$ cat src/crc_ahb_pkg.sv
/*
  Shared types and register map of the AHB-Lite CRC peripheral
  CR fields sit at bits 7 to 3, so crc_cfg_t is declared MSB first
*/
package crc_ahb_pkg;

	//////////////////////////////////////////////////////////////////////
	// Bus words and register map
	//////////////////////////////////////////////////////////////////////

	typedef logic [31:0] crc_word_t;

	// Word index taken from HADDR[4:2]
	localparam logic [2:0] CRC_DR   = 3'd0;
	localparam logic [2:0] CRC_IDR  = 3'd1;
	localparam logic [2:0] CRC_CR   = 3'd2;
	localparam logic [2:0] CRC_INIT = 3'd4;
	localparam logic [2:0] CRC_POL  = 3'd5;

	// AHB encodings in use
	localparam logic [1:0] HTRANS_NONSEQ = 2'b10;
	localparam logic       HRESP_OKAY    = 1'b0;

	//////////////////////////////////////////////////////////////////////
	// Control register fields
	//////////////////////////////////////////////////////////////////////

	typedef enum logic [1:0] {
		POLY_32 = 2'd0,
		POLY_16 = 2'd1,
		POLY_8  = 2'd2,
		POLY_7  = 2'd3
	} crc_poly_size_e;

	// Bit reversal of input data before it enters the engine
	typedef enum logic [1:0] {
		REV_NONE = 2'd0,
		REV_BYTE = 2'd1,
		REV_HALF = 2'd2,
		REV_WORD = 2'd3
	} crc_rev_in_e;

	// Data write size, low two bits of HSIZE
	typedef enum logic [1:0] {
		SIZE_BYTE = 2'd0,
		SIZE_HALF = 2'd1,
		SIZE_WORD = 2'd2
	} crc_bus_size_e;

	// CR[7] rev_out, CR[6:5] rev_in, CR[4:3] poly_size
	typedef struct packed {
		logic           rev_out;
		crc_rev_in_e    rev_in;
		crc_poly_size_e poly_size;
	} crc_cfg_t;

	//////////////////////////////////////////////////////////////////////
	// Input buffer entry
	//////////////////////////////////////////////////////////////////////

	// Stored as a word, consumed byte by byte
	typedef union packed {
		crc_word_t       word;
		logic [3:0][7:0] bytes;
	} crc_data_u;

	typedef struct packed {
		crc_data_u     data;
		crc_bus_size_e size;
	} crc_entry_t;

	// Register values after reset
	localparam crc_word_t  CRC_POLY_RESET = 32'h04C1_1DB7;
	localparam crc_word_t  CRC_INIT_RESET = 32'hFFFF_FFFF;
	localparam logic [7:0] CRC_IDR_RESET  = 8'h00;

endpackage

$ cat src/crc_ahb_top.sv
/*
  AHB-Lite CRC peripheral, BUF_DEPTH sets the number of queued DR writes
*/
`timescale 1ns/1ps

module crc_ahb_top
#(
	parameter int BUF_DEPTH = 2
)
(
	input  logic                   HCLK,
	input  logic                   HRESETn,
	input  logic                   HSElx,
	input  crc_ahb_pkg::crc_word_t HADDR,
	input  logic [1:0]             HTRANS,
	input  logic                   HWRITE,
	input  logic [2:0]             HSIZE,
	input  crc_ahb_pkg::crc_word_t HWDATA,
	input  logic                   HREADY,
	output crc_ahb_pkg::crc_word_t HRDATA,
	output logic                   HREADYOUT,
	output logic                   HRESP
);

	import crc_ahb_pkg::*;

	// Host interface to CRC unit
	crc_cfg_t      cfg;
	crc_word_t     bus_wr;
	crc_bus_size_e bus_size;
	logic          crc_init_en;
	logic          crc_idr_en;
	logic          crc_poly_en;
	logic          reset_chain;
	crc_word_t     crc_out;
	crc_word_t     crc_init_out;
	crc_word_t     crc_poly_out;
	logic [7:0]    crc_idr_out;
	logic          reset_pending;
	logic          read_wait;

	// Buffer side
	logic       buffer_write_en;
	logic       buffer_full;
	logic       buffer_empty;
	logic       pop;
	crc_entry_t push_entry;
	crc_entry_t head;

	// Entry layout is data word above the size field
	assign push_entry = crc_entry_t'({bus_wr, bus_size});

	crc_host_interface u_host_interface
	(
		.HCLK            (HCLK),
		.HRESETn         (HRESETn),
		.HSElx           (HSElx),
		.HADDR           (HADDR),
		.HTRANS          (HTRANS),
		.HWRITE          (HWRITE),
		.HSIZE           (HSIZE),
		.HWDATA          (HWDATA),
		.HREADY          (HREADY),
		.crc_out         (crc_out),
		.crc_init_out    (crc_init_out),
		.crc_poly_out    (crc_poly_out),
		.crc_idr_out     (crc_idr_out),
		.buffer_full     (buffer_full),
		.reset_pending   (reset_pending),
		.read_wait       (read_wait),
		.HRDATA          (HRDATA),
		.HREADYOUT       (HREADYOUT),
		.HRESP           (HRESP),
		.bus_wr          (bus_wr),
		.bus_size        (bus_size),
		.cfg             (cfg),
		.crc_init_en     (crc_init_en),
		.crc_idr_en      (crc_idr_en),
		.crc_poly_en     (crc_poly_en),
		.buffer_write_en (buffer_write_en),
		.reset_chain     (reset_chain)
	);

	// reset_chain also empties the queue
	crc_input_buffer #(
		.BUF_DEPTH (BUF_DEPTH)
	) u_input_buffer
	(
		.HCLK         (HCLK),
		.HRESETn      (HRESETn),
		.push         (buffer_write_en),
		.push_entry   (push_entry),
		.pop          (pop),
		.flush        (reset_chain),
		.head         (head),
		.buffer_full  (buffer_full),
		.buffer_empty (buffer_empty)
	);

	crc_unit u_crc_unit
	(
		.HCLK          (HCLK),
		.HRESETn       (HRESETn),
		.cfg           (cfg),
		.bus_wr        (bus_wr),
		.crc_init_en   (crc_init_en),
		.crc_idr_en    (crc_idr_en),
		.crc_poly_en   (crc_poly_en),
		.reset_chain   (reset_chain),
		.head          (head),
		.buffer_empty  (buffer_empty),
		.pop           (pop),
		.crc_out       (crc_out),
		.crc_init_out  (crc_init_out),
		.crc_poly_out  (crc_poly_out),
		.crc_idr_out   (crc_idr_out),
		.reset_pending (reset_pending),
		.read_wait     (read_wait)
	);

endmodule

$ cat src/crc_host_interface.sv
/*
  AHB-Lite slave front end with HRESP always OKAY and wait states through HREADYOUT
  Only NONSEQ transfers count, and HADDR[1:0] is ignored
*/
`timescale 1ns/1ps

module crc_host_interface
(
	input  logic                          HCLK,
	input  logic                          HRESETn,
	input  logic                          HSElx,
	input  crc_ahb_pkg::crc_word_t        HADDR,
	input  logic [1:0]                    HTRANS,
	input  logic                          HWRITE,
	input  logic [2:0]                    HSIZE,
	input  crc_ahb_pkg::crc_word_t        HWDATA,
	input  logic                          HREADY,
	input  crc_ahb_pkg::crc_word_t        crc_out,
	input  crc_ahb_pkg::crc_word_t        crc_init_out,
	input  crc_ahb_pkg::crc_word_t        crc_poly_out,
	input  logic [7:0]                    crc_idr_out,
	input  logic                          buffer_full,
	input  logic                          reset_pending,
	input  logic                          read_wait,
	output crc_ahb_pkg::crc_word_t        HRDATA,
	output logic                          HREADYOUT,
	output logic                          HRESP,
	output crc_ahb_pkg::crc_word_t        bus_wr,
	output crc_ahb_pkg::crc_bus_size_e    bus_size,
	output crc_ahb_pkg::crc_cfg_t         cfg,
	output logic                          crc_init_en,
	output logic                          crc_idr_en,
	output logic                          crc_poly_en,
	output logic                          buffer_write_en,
	output logic                          reset_chain
);

	import crc_ahb_pkg::*;

	// Address phase copies
	logic [2:0]    addr_q;
	crc_bus_size_e size_q;
	logic          sel_q;
	logic          write_q;
	logic          nonseq_q;

	// Five-bit control register
	crc_cfg_t cfg_q;

	logic sample_bus;
	logic active;
	logic wr_active;
	logic rd_active;
	logic dr_wr;
	logic dr_rd;
	logic init_wr;
	logic cr_wr;

	//////////////////////////////////////////////////////////////////////
	// Address phase pipeline
	//////////////////////////////////////////////////////////////////////

	// Bus is sampled only when nobody stalls
	assign sample_bus = HREADY && HREADYOUT;

	always_ff @(posedge HCLK)
	begin
		if (!HRESETn)
		begin
			sel_q    <= 1'b0;
			write_q  <= 1'b0;
			nonseq_q <= 1'b0;
		end
		else if (sample_bus)
		begin
			sel_q    <= HSElx;
			write_q  <= HWRITE;
			nonseq_q <= (HTRANS == HTRANS_NONSEQ);
		end
	end

	// Address and size of the sampled transfer
	always_ff @(posedge HCLK)
	begin
		if (sample_bus)
		begin
			addr_q <= HADDR[4:2];
			// Anything wider than a word is treated as a word
			size_q <= (HSIZE[2] || HSIZE[1]) ? SIZE_WORD : crc_bus_size_e'(HSIZE[1:0]);
		end
	end

	// Data phase qualifiers
	assign active    = sel_q && nonseq_q;
	assign wr_active = active && write_q;
	assign rd_active = active && !write_q;

	assign dr_wr   = wr_active && (addr_q == CRC_DR);
	assign dr_rd   = rd_active && (addr_q == CRC_DR);
	assign init_wr = wr_active && (addr_q == CRC_INIT);
	assign cr_wr   = wr_active && (addr_q == CRC_CR);

	// Strobes fire only on the last cycle of a data phase
	assign buffer_write_en = dr_wr && !buffer_full;
	assign crc_init_en     = init_wr && !reset_pending;
	assign crc_idr_en      = wr_active && (addr_q == CRC_IDR);
	assign crc_poly_en     = wr_active && (addr_q == CRC_POL);

	// Write data straight from the bus and size from the pipeline
	assign bus_wr   = HWDATA;
	assign bus_size = size_q;

	//////////////////////////////////////////////////////////////////////
	// Control register
	//////////////////////////////////////////////////////////////////////

	always_ff @(posedge HCLK)
	begin
		if (!HRESETn)
			cfg_q <= '0;
		else if (cr_wr)
			cfg_q <= crc_cfg_t'(HWDATA[7:3]);
	end

	assign cfg = cfg_q;

	// Self-clearing CR bit 0 restarts the CRC chain
	assign reset_chain = cr_wr && HWDATA[0];

	// Stall on full buffer, pending DR read, or INIT update behind data
	assign HREADYOUT = !((dr_wr && buffer_full) ||
	                     (dr_rd && read_wait) ||
	                     (init_wr && reset_pending));

	assign HRESP = HRESP_OKAY;

	// Combinational read mux during the data phase
	always_comb
	begin
		case (addr_q)
			CRC_DR:   HRDATA = crc_out;
			CRC_IDR:  HRDATA = {24'h0, crc_idr_out};
			CRC_CR:   HRDATA = {24'h0, cfg_q, 3'b000};
			CRC_INIT: HRDATA = crc_init_out;
			CRC_POL:  HRDATA = crc_poly_out;
			default:  HRDATA = '0;
		endcase
	end

	// A sampled phase that is no selected NONSEQ write gives no strobe next cycle
	assert property (@(posedge HCLK) disable iff (!HRESETn)
		sample_bus && !(HSElx && HWRITE && HTRANS == HTRANS_NONSEQ)
		|=> !(crc_init_en || crc_idr_en || crc_poly_en || buffer_write_en || reset_chain));

	// Idle or unselected address phase never stalls its data phase
	assert property (@(posedge HCLK) disable iff (!HRESETn)
		sample_bus && !(HSElx && HTRANS == HTRANS_NONSEQ) |=> HREADYOUT);

endmodule

$ cat src/crc_input_buffer.sv
/*
  Circular FIFO of pending DR writes, any depth from 1 up
  The host stalls instead of pushing into a full buffer
*/
`timescale 1ns/1ps

module crc_input_buffer
#(
	parameter int BUF_DEPTH = 2
)
(
	input  logic                   HCLK,
	input  logic                   HRESETn,
	input  logic                   push,
	input  crc_ahb_pkg::crc_entry_t push_entry,
	input  logic                   pop,
	input  logic                   flush,
	output crc_ahb_pkg::crc_entry_t head,
	output logic                   buffer_full,
	output logic                   buffer_empty
);

	import crc_ahb_pkg::*;

	// A one-deep FIFO still needs a one-bit pointer
	localparam int PTR_W = (BUF_DEPTH > 1) ? $clog2(BUF_DEPTH) : 1;
	localparam int CNT_W = $clog2(BUF_DEPTH + 1);

	crc_entry_t       mem [BUF_DEPTH];
	logic [PTR_W-1:0] wr_ptr;
	logic [PTR_W-1:0] rd_ptr;
	logic [CNT_W-1:0] count;

	assign buffer_empty = (count == '0);
	assign buffer_full  = (count == CNT_W'(BUF_DEPTH));
	assign head         = mem[rd_ptr];

	// Storage
	always_ff @(posedge HCLK)
	begin
		if (push)
			mem[wr_ptr] <= push_entry;
	end

	// Pointers and occupancy, flush drops everything queued
	always_ff @(posedge HCLK)
	begin
		if (!HRESETn || flush)
		begin
			wr_ptr <= '0;
			rd_ptr <= '0;
			count  <= '0;
		end
		else
		begin
			if (push)
				wr_ptr <= (wr_ptr == PTR_W'(BUF_DEPTH - 1)) ? '0 : wr_ptr + 1'b1;
			if (pop)
				rd_ptr <= (rd_ptr == PTR_W'(BUF_DEPTH - 1)) ? '0 : rd_ptr + 1'b1;
			if (push && !pop)
				count <= count + 1'b1;
			else if (pop && !push)
				count <= count - 1'b1;
		end
	end

	// Host must hold the DR write while full
	assert property (@(posedge HCLK) disable iff (!HRESETn) push |-> !buffer_full);

	// CRC unit only takes a real entry
	assert property (@(posedge HCLK) disable iff (!HRESETn) pop |-> !buffer_empty);

endmodule

$ cat src/crc_unit.sv
/*
  Byte-serial CRC engine with INIT, POL and IDR registers
  Polynomial width 32/16/8/7, one byte per cycle, reset_chain aborts work in progress
*/
`timescale 1ns/1ps

module crc_unit
(
	input  logic                    HCLK,
	input  logic                    HRESETn,
	input  crc_ahb_pkg::crc_cfg_t   cfg,
	input  crc_ahb_pkg::crc_word_t  bus_wr,
	input  logic                    crc_init_en,
	input  logic                    crc_idr_en,
	input  logic                    crc_poly_en,
	input  logic                    reset_chain,
	input  crc_ahb_pkg::crc_entry_t head,
	input  logic                    buffer_empty,
	output logic                    pop,
	output crc_ahb_pkg::crc_word_t  crc_out,
	output crc_ahb_pkg::crc_word_t  crc_init_out,
	output crc_ahb_pkg::crc_word_t  crc_poly_out,
	output logic [7:0]              crc_idr_out,
	output logic                    reset_pending,
	output logic                    read_wait
);

	import crc_ahb_pkg::*;

	crc_word_t  init_q;
	crc_word_t  pol_q;
	logic [7:0] idr_q;
	crc_word_t  crc_q;

	// Engine state
	logic       busy_q;
	logic [1:0] byte_idx_q;
	logic [1:0] last_idx_q;
	crc_data_u  data_q;
	crc_word_t  crc_next;
	crc_word_t  crc_masked;

	//////////////////////////////////////////////////////////////////////
	// Helpers
	//////////////////////////////////////////////////////////////////////

	// Valid CRC bits for the selected width
	function automatic crc_word_t width_mask(crc_poly_size_e sz);
		case (sz)
			POLY_16: return 32'h0000_FFFF;
			POLY_8:  return 32'h0000_00FF;
			POLY_7:  return 32'h0000_007F;
			default: return 32'hFFFF_FFFF;
		endcase
	endfunction

	// Reversal inside a group is an XOR of the bit index
	function automatic crc_word_t reverse_in(crc_word_t w, crc_rev_in_e mode);
		crc_word_t r;
		int        flip;
		case (mode)
			REV_BYTE: flip = 7;
			REV_HALF: flip = 15;
			REV_WORD: flip = 31;
			default:  flip = 0;
		endcase
		for (int i = 0; i < 32; i++)
			r[i] = w[i ^ flip];
		return r;
	endfunction

	// One data byte, MSB first, shift left within the CRC width
	function automatic crc_word_t crc_byte(crc_word_t crc, logic [7:0] d,
	                                       crc_word_t pol, crc_poly_size_e sz);
		crc_word_t mask;
		crc_word_t c;
		logic      fb;
		mask = width_mask(sz);
		c    = crc & mask;
		for (int b = 7; b >= 0; b--)
		begin
			// Top bit of the active width
			case (sz)
				POLY_16: fb = c[15] ^ d[b];
				POLY_8:  fb = c[7] ^ d[b];
				POLY_7:  fb = c[6] ^ d[b];
				default: fb = c[31] ^ d[b];
			endcase
			c = (c << 1) & mask;
			if (fb)
				c = c ^ (pol & mask);
		end
		return c;
	endfunction

	//////////////////////////////////////////////////////////////////////
	// Registers written from the bus
	//////////////////////////////////////////////////////////////////////

	always_ff @(posedge HCLK)
	begin
		if (!HRESETn)
		begin
			init_q <= CRC_INIT_RESET;
			pol_q  <= CRC_POLY_RESET;
			idr_q  <= CRC_IDR_RESET;
		end
		else
		begin
			if (crc_init_en)
				init_q <= bus_wr;
			if (crc_poly_en)
				pol_q <= bus_wr;
			if (crc_idr_en)
				idr_q <= bus_wr[7:0];
		end
	end

	// Take the head entry as soon as the engine is free
	assign pop = !busy_q && !buffer_empty;

	assign crc_next = crc_byte(crc_q, data_q.bytes[byte_idx_q], pol_q, cfg.poly_size);

	// Control of the engine and the running CRC
	always_ff @(posedge HCLK)
	begin
		if (!HRESETn)
		begin
			busy_q     <= 1'b0;
			byte_idx_q <= 2'd0;
			crc_q      <= CRC_INIT_RESET;
		end
		else if (reset_chain)
		begin
			busy_q <= 1'b0;
			crc_q  <= init_q;
		end
		else if (pop)
		begin
			busy_q     <= 1'b1;
			byte_idx_q <= 2'd0;
		end
		else if (busy_q)
		begin
			crc_q <= crc_next;
			if (byte_idx_q == last_idx_q)
				busy_q <= 1'b0;
			else
				byte_idx_q <= byte_idx_q + 2'd1;
		end
	end

	// Entry payload, reversed once at pop
	always_ff @(posedge HCLK)
	begin
		if (pop)
		begin
			data_q.word <= reverse_in(head.data.word, cfg.rev_in);
			case (head.size)
				SIZE_BYTE: last_idx_q <= 2'd0;
				SIZE_HALF: last_idx_q <= 2'd1;
				default:   last_idx_q <= 2'd3;
			endcase
		end
	end

	// Output reversal spans all 32 bits
	assign crc_masked = crc_q & width_mask(cfg.poly_size);
	assign crc_out    = cfg.rev_out ? reverse_in(crc_masked, REV_WORD) : crc_masked;

	assign crc_init_out = init_q;
	assign crc_poly_out = pol_q;
	assign crc_idr_out  = idr_q;

	// Work still queued or in flight
	assign reset_pending = busy_q || !buffer_empty;
	assign read_wait     = busy_q || !buffer_empty;

	// Pop is a single pulse that starts the engine
	assert property (@(posedge HCLK) disable iff (!HRESETn)
		pop && !reset_chain |=> busy_q && !pop);

endmodule

$ cat config.mk
export PLATFORM = sky130hd
export DESIGN_NAME = crc_ahb_top
export DESIGN_NICKNAME = d
export VERILOG_FILES = /design/src/crc_ahb_pkg.sv /design/src/crc_ahb_top.sv /design/src/crc_host_interface.sv /design/src/crc_input_buffer.sv /design/src/crc_unit.sv
export SDC_FILE = /design/constraint.sdc
export NUM_CORES = 1
export LEC_CHECK = 0
export BUFFER_PORTS_ARGS = -buffer_cell sky130_fd_sc_hd__buf_2
export CAP_MARGIN = 40
export CORE_MARGIN = 2
export CORE_UTILIZATION = 25
export CTS_BUF_LIST = sky130_fd_sc_hd__clkbuf_16
export CTS_CLUSTER_DIAMETER = 120
export CTS_CLUSTER_SIZE = 16
export DETAILED_ROUTE_END_ITERATION = 8
export PLACE_DENSITY = 0.38
export RECOVER_POWER = 50
export SLEW_MARGIN = 20
export SYNTH_ARGS = -nofsm -noshare
export SYNTH_HDL_FRONTEND = slang
export SYNTH_SLANG_ARGS = --single-unit
$ cat constraint.sdc
create_clock -name HCLK -period 11.8 [get_ports HCLK]
set_input_delay 2.36 -clock HCLK [delete_from_list [all_inputs] [get_ports HCLK]]
set_output_delay 2.36 -clock HCLK [all_outputs]
set_load 0.05 [all_outputs]
## Yosys cells after proc, flatten, opt, wreduce, memory -nomap -nowiden

Memories as Yosys holds them, arrays and structs flattened. A register that Yosys moved wholly into a read port is not among the register bits.
Index checks and enable logic that the tools add are counted.

| cells by class | value |
|---|---|
| $lt $le $gt $ge | 33 |
| muxes and demuxes | 137 |
| bitwise logic cells | 83 |
| $add $sub $neg | 5 |
| reduce and logical (&&, ||, !) cells | 42 |
| eq/ne operators | 16 |

Operators with widths:

| operator | count |
|---|---|
| < comparator 32 x 7 -> 1 bit, second input constant | 32 |
| 2-to-1 mux 32 bit | 13 |
| AND 32 bit | 10 |
| bitwise XOR 32 bit | 8 |
| binary-select mux 1 bit (select 5 bit) | 32 |
| one-hot mux 32 bit (5 select lines) | 1 |
| one-hot mux 32 bit (3 select lines) | 1 |
| 2-to-1 mux 1 bit | 73 |
| bitwise XOR 1 bit | 32 |
| NOT 3 bit | 10 |
| one-hot mux 1 bit (3 select lines) | 8 |
| NOT 2 bit | 10 |
| NOT 4 bit | 5 |
| logical AND 1 bit | 19 |
| binary-select mux 8 bit (select 2 bit) | 1 |
| one-hot mux 5 bit (3 select lines) | 1 |
| equality test 2 bit, second input constant | 6 |
| 2-to-1 mux 2 bit | 5 |
| logical NOT 1 bit | 9 |
| 2-to-1 mux 8 bit | 1 |
| NOT 1 bit | 7 |
| equality test 2 x 1 -> 1 bit, second input constant | 3 |
| equality test 3 bit, second input constant | 2 |
| nonzero test 2 bit | 3 |
| 16 further kinds | 24 |

| storage, ports and cells | value |
|---|---|
| bits of input ports | 74 |
| word-level logic and storage cells | 336 |
| memories | 1 |
| RAM bits | 68 |
| register bits | 158 |

Memory list:

| memory | words | width | read ports | clocked after memory_dff | wr ports | line | text |
|---|---|---|---|---|---|---|---|
| u_input_buffer.mem | 2 | 34 | 1 | 1 | 1 | crc_input_buffer.sv:29 | `crc_entry_t mem [BUF_DEPTH];` |

## Longest topological paths before layout

Gate-level depths: netlist of run 1.

| depth | value |
|---|---|
| depth after elaboration | 30 |
| mapped depth | 32 |
| mapped depth without buffers | 27 |

## Hierarchy

A second synthesis of run 1 with hierarchy kept.

| second synthesis, totals | value |
|---|---|
| cell total of the unflattened synthesis | 1968 |
| area, all modules | 17524.3 sq um |

Modules (own cells, without submodules):

| module | area an instance (sq um) | cells an instance | seq. area each (sq um) | instances |
|---|---|---|---|---|
| crc_unit | 13122.6 | 1639 | 3163.0 | 1 |
| crc_input_buffer | 2666.3 | 129 | 2142.1 | 1 |
| crc_host_interface | 1735.4 | 200 | 310.3 | 1 |

## Least setup slack after synthesis of run 1

Ideal clock, no wire load.

| timing path | value |
|---|---|
| path kind | flip-flop to flip-flop |
| start point | register u_host_interface.cfg_q, in the netlist u_host_interface.cfg[1] |
| end point | register u_crc_unit.crc_q[14] |
| arrival time | 8182 ps |
| path buffers | 5 |
| clock period less this slack | 8327 ps |
| required time | 11655 ps |
| stages on the path, launching flop included | 33 |
| setup slack | 3473 ps |
| path through | dfxtp_1 > buf_2 > mux4_2 > xor2_1 > buf_2 > a21oi_1 > o2111ai_1 > nand2_1 > nor4_4 > xnor2_1 > a2111oi_4 > xnor2_1 > mux2_2 > or4_1 > buf_2 > and4_1 > or2_1 > buf_2 > a21o_1 > a31o_1 > o41a_1 > a2111oi_2 > xor2_1 > a211oi_1 > o211ai_4 > a21oi_1 > a31oi_1 > and4_4 > xnor2_4 > buf_6 > nand2_2 > xnor2_1 > o2111ai_1 |

| between the ends | value |
|---|---|
| word-level cells in the longest chain between the ends | 30 |

RTL lines:

| item | line | text |
|---|---|---|
| start: declaration | crc_host_interface.sv:48 | `crc_cfg_t cfg_q;` |
| start signal: assignment | crc_host_interface.sv:122 | `cfg_q <= crc_cfg_t'(HWDATA[7:3]);` |
| equality test 2 bit / equality test 2 x 1 -> 1 bit (equally long branches) | crc_unit.sv:49, crc_unit.sv:83 |  |
| one-hot mux 32 bit (3 select lines) | crc_unit.sv:49 | `case (sz)` |
| AND 32 bit | crc_unit.sv:79 | `c = crc & mask;` |
| bitwise XOR 1 bit (tied with other cells) | crc_unit.sv:87 | `default: fb = c[31] ^ d[b];` |
| one-hot mux 1 bit (3 select lines) / bitwise XOR 32 bit (equally long branches) | crc_unit.sv:83, crc_unit.sv:91 |  |
| 2-to-1 mux 32 bit | crc_unit.sv:90 | `if (fb)` |
| bitwise XOR 1 bit (tied with other cells) | crc_unit.sv:87 |  |
| one-hot mux 1 bit (3 select lines) / bitwise XOR 32 bit (equally long branches) | crc_unit.sv:83, crc_unit.sv:91 |  |
| [14 not listed] | -- |  |
| one-hot mux 1 bit (3 select lines) / bitwise XOR 32 bit (equally long branches) | crc_unit.sv:83, crc_unit.sv:91 |  |
| 2-to-1 mux 32 bit | crc_unit.sv:90 |  |
| bitwise XOR 1 bit (tied with other cells) | crc_unit.sv:87 |  |
| one-hot mux 1 bit (3 select lines) / bitwise XOR 32 bit (equally long branches) | crc_unit.sv:83, crc_unit.sv:91 |  |
| 2-to-1 mux 32 bit * | crc_unit.sv:90 |  |
| 2-to-1 mux 32 bit * | crc_unit.sv:143 | `else if (busy_q)` |
| 2-to-1 mux 32 bit * | crc_unit.sv:138 | `else if (pop)` |
| 2-to-1 mux 32 bit * | crc_unit.sv:133 | `else if (reset_chain)` |
| end signal: assignment | crc_unit.sv:136 | `crc_q <= init_q;` |
| end signal: assignment | crc_unit.sv:145 | `crc_q <= crc_next;` |
| end: declaration | crc_unit.sv:33 | `crc_word_t crc_q;` |

Mark *: on every way between the ends. The rest lies on a longest branch, timed or not. The select of a mux whose other input is x is not followed.
A chain may end at the register's enable or synchronous reset.

## Worst setup path after layout of run 1

| timing path | value |
|---|---|
| start point | register u_host_interface.cfg_q, in the netlist u_host_interface.cfg[0] |
| end point | register u_crc_unit.crc_q[5] |

Same word-level chain as after synthesis.

==> out/results.ini, run 1 <==
[timing]
relSlewSlack_pct = -86.7
max_freq_mhz = 95.7
setup_viol = 0
setup_tns_ps = 0
maxSlewViolCount = 200
grt_setup_unrepaired = false
finalCritPeriodShare_pct = 88.6
max_slew.worst_pin.slew_ps = 2800
hold_violations = 0
fin_skew_ps = 41.5
min_period_ps = 10450

[pwr]
p_leak_nw = 6.33
worst_ir_drop_vdd_mv = 0.188
power.density_mw_per_mm2 = 331

[detailed_routing]
wl_mm = 61.2
highest_layer = met4
wl_per_cell_um = 21.9
m1WireLength_mm = 29.7
wl_met3_mm = 2.73
ant_nets = 0
detail_route.drc_violations = 0
viasPerCell = 4.99
met2_length_mm = 27.5
drtPass1Iterations = 5
vias = 13944
drtIter0Drc = 1197

[synthesis]
syn_area_sq_mm = 0.0158
syn_nets = 2021
synth_cell_types = 85
synth_enable_flop_cells = 107
synth_compound_area_share_pct = 13.8
ys_ff_latch = 227
synth_commonest_cells = nand2_1 (471), xnor2_1 (191), clkbuf_1 (125), dfxtp_1 (120), nand3_1 (115)
synthAdderAreaFrac_pct = 0.0791
avgSynthCellArea_sq_um = 8.13
yosysTopAreaCell = edfxtp_1
synth.most_common_cell = nand2_1
synth_top_area_share_pct = 20.3
synth-main-ff-cell = dfxtp_1
yosys.area_share.simple_pct = 24.9
synth_xor_area_share_pct = 12.9
synth-warning-count = 0
synth.area.top_cells = edfxtp_1 (20%), dfxtp_1 (15%), nand2_1 (11%)
synth.mux.area_fraction_pct = 8.00
async_flop_share_pct = 0
synth_top_family_by_area = simple AND/OR/NAND/NOR gates
synth-seq-area-share_pct = 35.5
synth_cells = 1946

[min_path]
hold_class = reg2reg

[setup_path]
start_kind = flip-flop
max_stage_delay_ps = 600
cp_slowest_cell = or4_1
worst_setup_path_end_kind = flip-flop
crit_arrival_ps = 10900
required_ps = 12250
path_common_cell = buf_4
path_class = reg2reg
critical_path.max_fanout = 23

[cts]
clock_latency_ps = 550
cts_hold_buf = 0
htree_num_levels = 1
cts.sinks = 227
cts_buffers = 18
post-cts-setup-buffers = 0
cts_buffer_depth = 3
clkTransAtPathRegs_ps = 80
cts_tree = yes
cts-root-buf = clkbuf_16
post_cts_resized = 0

[die]
row_count = 92
fp.dieW_um = 256
dieArea_sq_mm = 0.0653
start_util_pct = 25.2
num_io_pins = 108
design.core.area_sq_mm = 0.0629
fp.dieH_um = 256

[finish]
stdcell_count = 2792
num-nets-final = 2012
drive_gt1_share_pct = 10.1
syn2layout_area_growth_pct = 11.6
diodes = 0

[global_routing]
grt.overflow.total = 0
grt_max_degree = 71
grt_pass1_wl_mm = 90.6
grt_pass1_vias = 13169
antenna_found_initial = 0
grt_use_total_pct = 18.2

[place]
routabilityCongestion = 0.867
portBuffers = 77
dp.cells = 2762
dpl.hpwl_mm = 44.4

[status]
status = finished with violations
failed_checks = capacitance limit, slew limit

[flow_run]
maxCapViolCount = 5

==> layout by cell type, fill, tap and decap left out, types with 5 or more instances in the layout <==
master       n
a211oi_1    11
a21boi_0    24
a21o_1      11
a21oi_1     55
a22oi_1     24
a31oi_1     13
and2_1       6
and3_1      25
buf_2       44
buf_4       46
clkbuf_1    37
clkbuf_16   19
dfxtp_1    118
edfxtp_1   107
inv_1       37
mux2_2      35
mux2i_1     69
mux4_2       7
nand2_1    471
nand2_2      8
nand2b_1    35
nand3_1    115
nand3b_1     6
nand4_1      9
nor2_1      75
nor2b_1     19
nor3_1      16
nor3b_1     24
nor4_1       8
o2111ai_1   11
o211ai_1    29
o21a_1       6
o21ai_0     84
o21ai_1      6
or3_1       15
or4_1        5
xnor2_1    189
xor2_1      30
==> routing by layer <==
| layer | GRT usage (%) | vias up |
|---|---|---|
| met1 | 26.9 | 6838 |
| met5 | 0 | - |
| met2 | 28.8 | 382 |
| met4 | 3.74 | 0 |
| li1 | - | 6682 |
| met3 | 1.56 | 42 |
==> registers in the layout (all words and copies together) (netlist names), named ones only <==
register	flops
u_crc_unit.busy_q	1
u_crc_unit.byte_idx_q	2
u_crc_unit.crc_idr_out	8
u_crc_unit.crc_init_out	32
u_crc_unit.crc_poly_out	32
u_crc_unit.crc_q	32
u_crc_unit.data_q	32
u_crc_unit.last_idx_q	2
u_host_interface.addr_q	3
u_host_interface.bus_size	2
u_host_interface.cfg	5
u_host_interface.nonseq_q	1
u_host_interface.sel_q	1
u_host_interface.write_q	1
u_input_buffer.count	2
u_input_buffer.mem	68
u_input_buffer.rd_ptr	1
u_input_buffer.wr_ptr	1
==> report_power, final <==
group          switching, mW  leakage, nW  internal, mW  total, mW
registers             0.0921         1.96         0.955       1.05
clock network          0.315        0.290         0.293      0.609
logic                   2.43         4.09          1.75       4.18
==> per-stage QoR <==
| stage | power (mW) | cell area, sq um | util, % | hold slack [ps] | worst slack (ps) |
|---|---|---|---|---|---|
| 4_1_cts | 5.85 | 17700 | 28.2 | 461 | 1480 |
| 2_1_floorplan | 4.18 | 15800 | - | 421 | 3470 |
| 3_3_place_gp | 5.16 | 17000 | 27.1 | 432 | 1390 |
| 3_5_place_dp | 5.20 | 17200 | 27.3 | 443 | 1530 |
| 5_1_grt | 6.27 | 17700 | 28.1 | 470 | 748 |
| 6_report | 5.84 | 17700 | 28.1 | 455 | 1350 |
==> final cells by class <==
cell class / instances / area [sq um]
well taps: 846 / 1060
repair buffers: 134 / 837
clock buffers: 19 / 475
multi-input cells: 1526 / 9500
fillers: 6879 / 45200
inverters: 30 / 113
flip-flops and latches: 227 / 5620
clock inverters: 10 / 57.6
==> cells by family (layout without fill, tap and decap cells) <==
group                    after synthesis  count (layout)
AO/OA/AOI/OAI                        325             325
XOR/XNOR                             226             226
adder cells (fa/ha/maj)                1               1
buffers and inverters                193             193
flip-flops                           227             227
multiplexers                         113             113
other                                  1               1
AND/OR/NAND/NOR                      860             860
==> worst paths after layout <==
kind,start,endpoint,slack [ps],depth (start not counted)
setup / recovery,u_host_interface.cfg[0],u_crc_unit.crc_q[5],1350,31
hold / removal,u_host_interface.bus_size[1],u_input_buffer.mem[1][1],450,0
setup reg to reg,u_host_interface.cfg[0],u_crc_unit.crc_q[5],1350,31
hold reg to reg,u_host_interface.bus_size[1],u_input_buffer.mem[1][1],450,0
==> critical path, delay by kind of cell, from the launching register on <==
kind	cells	cell delay, ps
xor gates and xnor gates	3	940
DFF	1	360
AOI/OAI and AO/OA	12	3310
muxes	2	730
and+or+nand+nor	8	2970
buffers and inverters	6	1980
Power figures use the tool's default switching activity.
==> run 2: changes to the inputs <==
--- a/config.mk
+++ b/config.mk
@@ -7,13 +7,15 @@
 export LEC_CHECK = 0
 export BUFFER_PORTS_ARGS = -buffer_cell sky130_fd_sc_hd__buf_2
 export CAP_MARGIN = 40
+export CELL_PAD_IN_SITES_DETAIL_PLACEMENT = 0
+export CELL_PAD_IN_SITES_GLOBAL_PLACEMENT = 1
 export CORE_MARGIN = 2
 export CORE_UTILIZATION = 25
 export CTS_BUF_LIST = sky130_fd_sc_hd__clkbuf_16
 export CTS_CLUSTER_DIAMETER = 120
 export CTS_CLUSTER_SIZE = 16
 export DETAILED_ROUTE_END_ITERATION = 8
-export PLACE_DENSITY = 0.38
+export PLACE_DENSITY = 0.47
 export RECOVER_POWER = 50
 export SLEW_MARGIN = 20
 export SYNTH_ARGS = -nofsm -noshare
==> run 2 against run 1 <==
  * The flow still finishes with violations (capacitance limit, slew limit)
  * Sequential cell count unchanged
  * Global-route usage grew 1.2 points
  * Via count fell by 0.57%
  * Final cell count barely moved
  * Count of clock-buffer cells in the layout down 1
  * Sequential share of layout area is 0.11 points lower
  * Combinational power grew 2%
  * Die area unchanged
  * Routed wire length rose by 6.2%
  * Cell area increased by 0.40%
  * Critical path type unchanged
  * Highest routed layer unchanged
==> out/results.ini, run 2 (synthesis results as in run 1) <==
[timing]
fin_skew_ps = 26.0  ; -15.4 ps
relSlewSlack_pct = -124  ; -37 points
maxSlewViolCount = 192  ; -4.0%
hold_violations = 0  ; unchanged
grt_setup_unrepaired = false
finalCritPeriodShare_pct = 84.4  ; -4.2 points
setup_viol = 0  ; unchanged
max_slew.worst_pin.slew_ps = 3360  ; +558 ps
max_freq_mhz = 100  ; +5.0%
setup_tns_ps = 0  ; unchanged
min_period_ps = 9960  ; -493 ps

[setup_path]
r2r_slack_ps = 1840  ; +490 ps
max_stage_delay_ps = 600  ; about the same
crit_arrival_ps = 10230  ; -670 ps
required_ps = 12070  ; -180 ps
start_kind = flip-flop
critical_path.max_fanout = 18  ; -22%
worst_setup_path_end_kind = flip-flop
cp_slowest_cell = a2111oi_1
path_class = reg2reg

[cts]
cts_buffers = 18  ; unchanged
cts_hold_buf = 0  ; unchanged
clkTransAtPathRegs_ps = 80  ; about the same
post-cts-setup-buffers = 0  ; unchanged
cts-root-buf = clkbuf_16
cts_tree = yes
htree_num_levels = 1  ; unchanged
cts.sinks = 227  ; unchanged
clock_latency_ps = 540  ; about the same
cts_buffer_depth = 3  ; unchanged
post_cts_resized = 0  ; unchanged

[global_routing]
grt_use_total_pct = 19.4  ; +1.2 points
grt.overflow.total = 0  ; unchanged
grt_pass1_vias = 13185  ; +0.12%
grt_max_degree = 62  ; -13%
grt_pass1_wl_mm = 95.0  ; +4.9%
antenna_found_initial = 0  ; unchanged

[finish]
fillers = 6871  ; -0.12%
seq_area_sq_mm = 0.00562  ; about the same
drive_gt1_share_pct = 10.3  ; +0.14 points
syn2layout_area_growth_pct = 12.1
num-nets-final = 2012  ; unchanged
top_register = u_input_buffer.mem
largest_register_ffs = 68  ; unchanged
multi_input_area_sq_mm = 0.00951  ; about the same
diodes = 0  ; unchanged
most-common-layout-cells = nand2_1 (471), xnor2_1 (189), dfxtp_1 (116)
mostFrequentLayoutCell = nand2_1

[status]
status = finished with violations
failed_checks = capacitance limit, slew limit

[die]
row_count = 92  ; unchanged
dieArea_sq_mm = 0.0653  ; unchanged
fp.dieH_um = 256  ; unchanged
fp.dieW_um = 256  ; unchanged
start_util_pct = 25.2  ; unchanged
num_io_pins = 108  ; unchanged
design.core.area_sq_mm = 0.0629  ; unchanged

[pwr]
worst_ir_drop_vdd_mv = 0.150  ; -20%
power.density_mw_per_mm2 = 333  ; +0.88%
total_power_mw = 5.91  ; +1.3%
p_leak_nw = 6.36  ; +0.40%

[min_path]
hold_class = reg2reg

[place]
routabilityCongestion = 0.860  ; -0.78%
dpl.hpwl_mm = 46.8  ; +5.2%
portBuffers = 77  ; unchanged

[detailed_routing]
ant_nets = 0  ; unchanged
drtPass1Iterations = 5  ; unchanged
detail_route.drc_violations = 0  ; unchanged
vias = 13864  ; -0.57%
viasPerCell = 4.96  ; -0.64%
wl_mm = 64.9  ; +6.2%
drtIter0Drc = 1174  ; -1.9%
wl_per_cell_um = 23.2  ; +6.1%

[flow_run]
maxCapViolCount = 4  ; -1

run 2: changes by cell type in the layout (fill, tap and decap cells not counted), sizes merged:
cell	delta
buf	-2
clkinv	+2
clkbuf	+1
inv	+1
run 2: final timing paths:
| kind | cells after the start | endpoint | start |
|---|---|---|---|
| max | 30 | u_crc_unit.crc_q[14] | u_crc_unit.crc_q[31] |
| min | 0 | u_input_buffer.mem[1][1] | u_host_interface.bus_size[1] |
| max reg2reg | 30 | u_crc_unit.crc_q[14] | u_crc_unit.crc_q[31] |
| min reg2reg | 0 | u_input_buffer.mem[1][1] | u_host_interface.bus_size[1] |
run 2: final cells by class:
class,instances,area share (%)
multi-input combinational,1526,53.6
timing repair buffer,134,5.06
tap,846,5.97
clock buffer,18,2.54
inverter,30,0.635
sequential,227,31.7
clock inverter,13,0.480
run 2: per-layer routing:
metal | global-route usage [%] | vias to the layer above | wire, um
met5 | 0 | - | 0
met4 | 6.04 | 0 | 2120
met3 | 1.32 | 64 | 2530
met2 | 30.2 | 359 | 28300
met1 | 28.6 | 6742 | 32000
li1 | - | 6699 | -
run 2: worst max-delay path, delay by kind of cell (launching register included):
family                    cells  cell delay, ps
DFF                           1             400
xor gates and xnor gates      6            2280
AOI/OAI and AO/OA            11            3360
muxes                         2            1000
buffers and inverters         3             760
and+or+nand+nor               8            1870
run 2: through the flow:
stage | instances | setup slack (ps) | hold WS, ps | cell area, sq um | util (%)
4_1_cts | 2793 | 1870 | 453 | 17800 | 28.3
2_1_floorplan | 1946 | 3470 | 421 | 15800 | -
5_1_grt | 2794 | 961 | 480 | 17700 | 28.2
3_5_place_dp | 2762 | 1950 | 435 | 17300 | 27.5
6_report | 2794 | 1840 | 456 | 17700 | 28.2
3_3_place_gp | 2750 | 1530 | 427 | 17000 | 27.1
run 2: power by group:
group / internal, mW / total (mW) / switching, mW
Sequential: 0.953 / 1.05 / 0.0940
Combinational: 1.76 / 4.26 / 2.50
Clock: 0.283 / 0.602 / 0.319
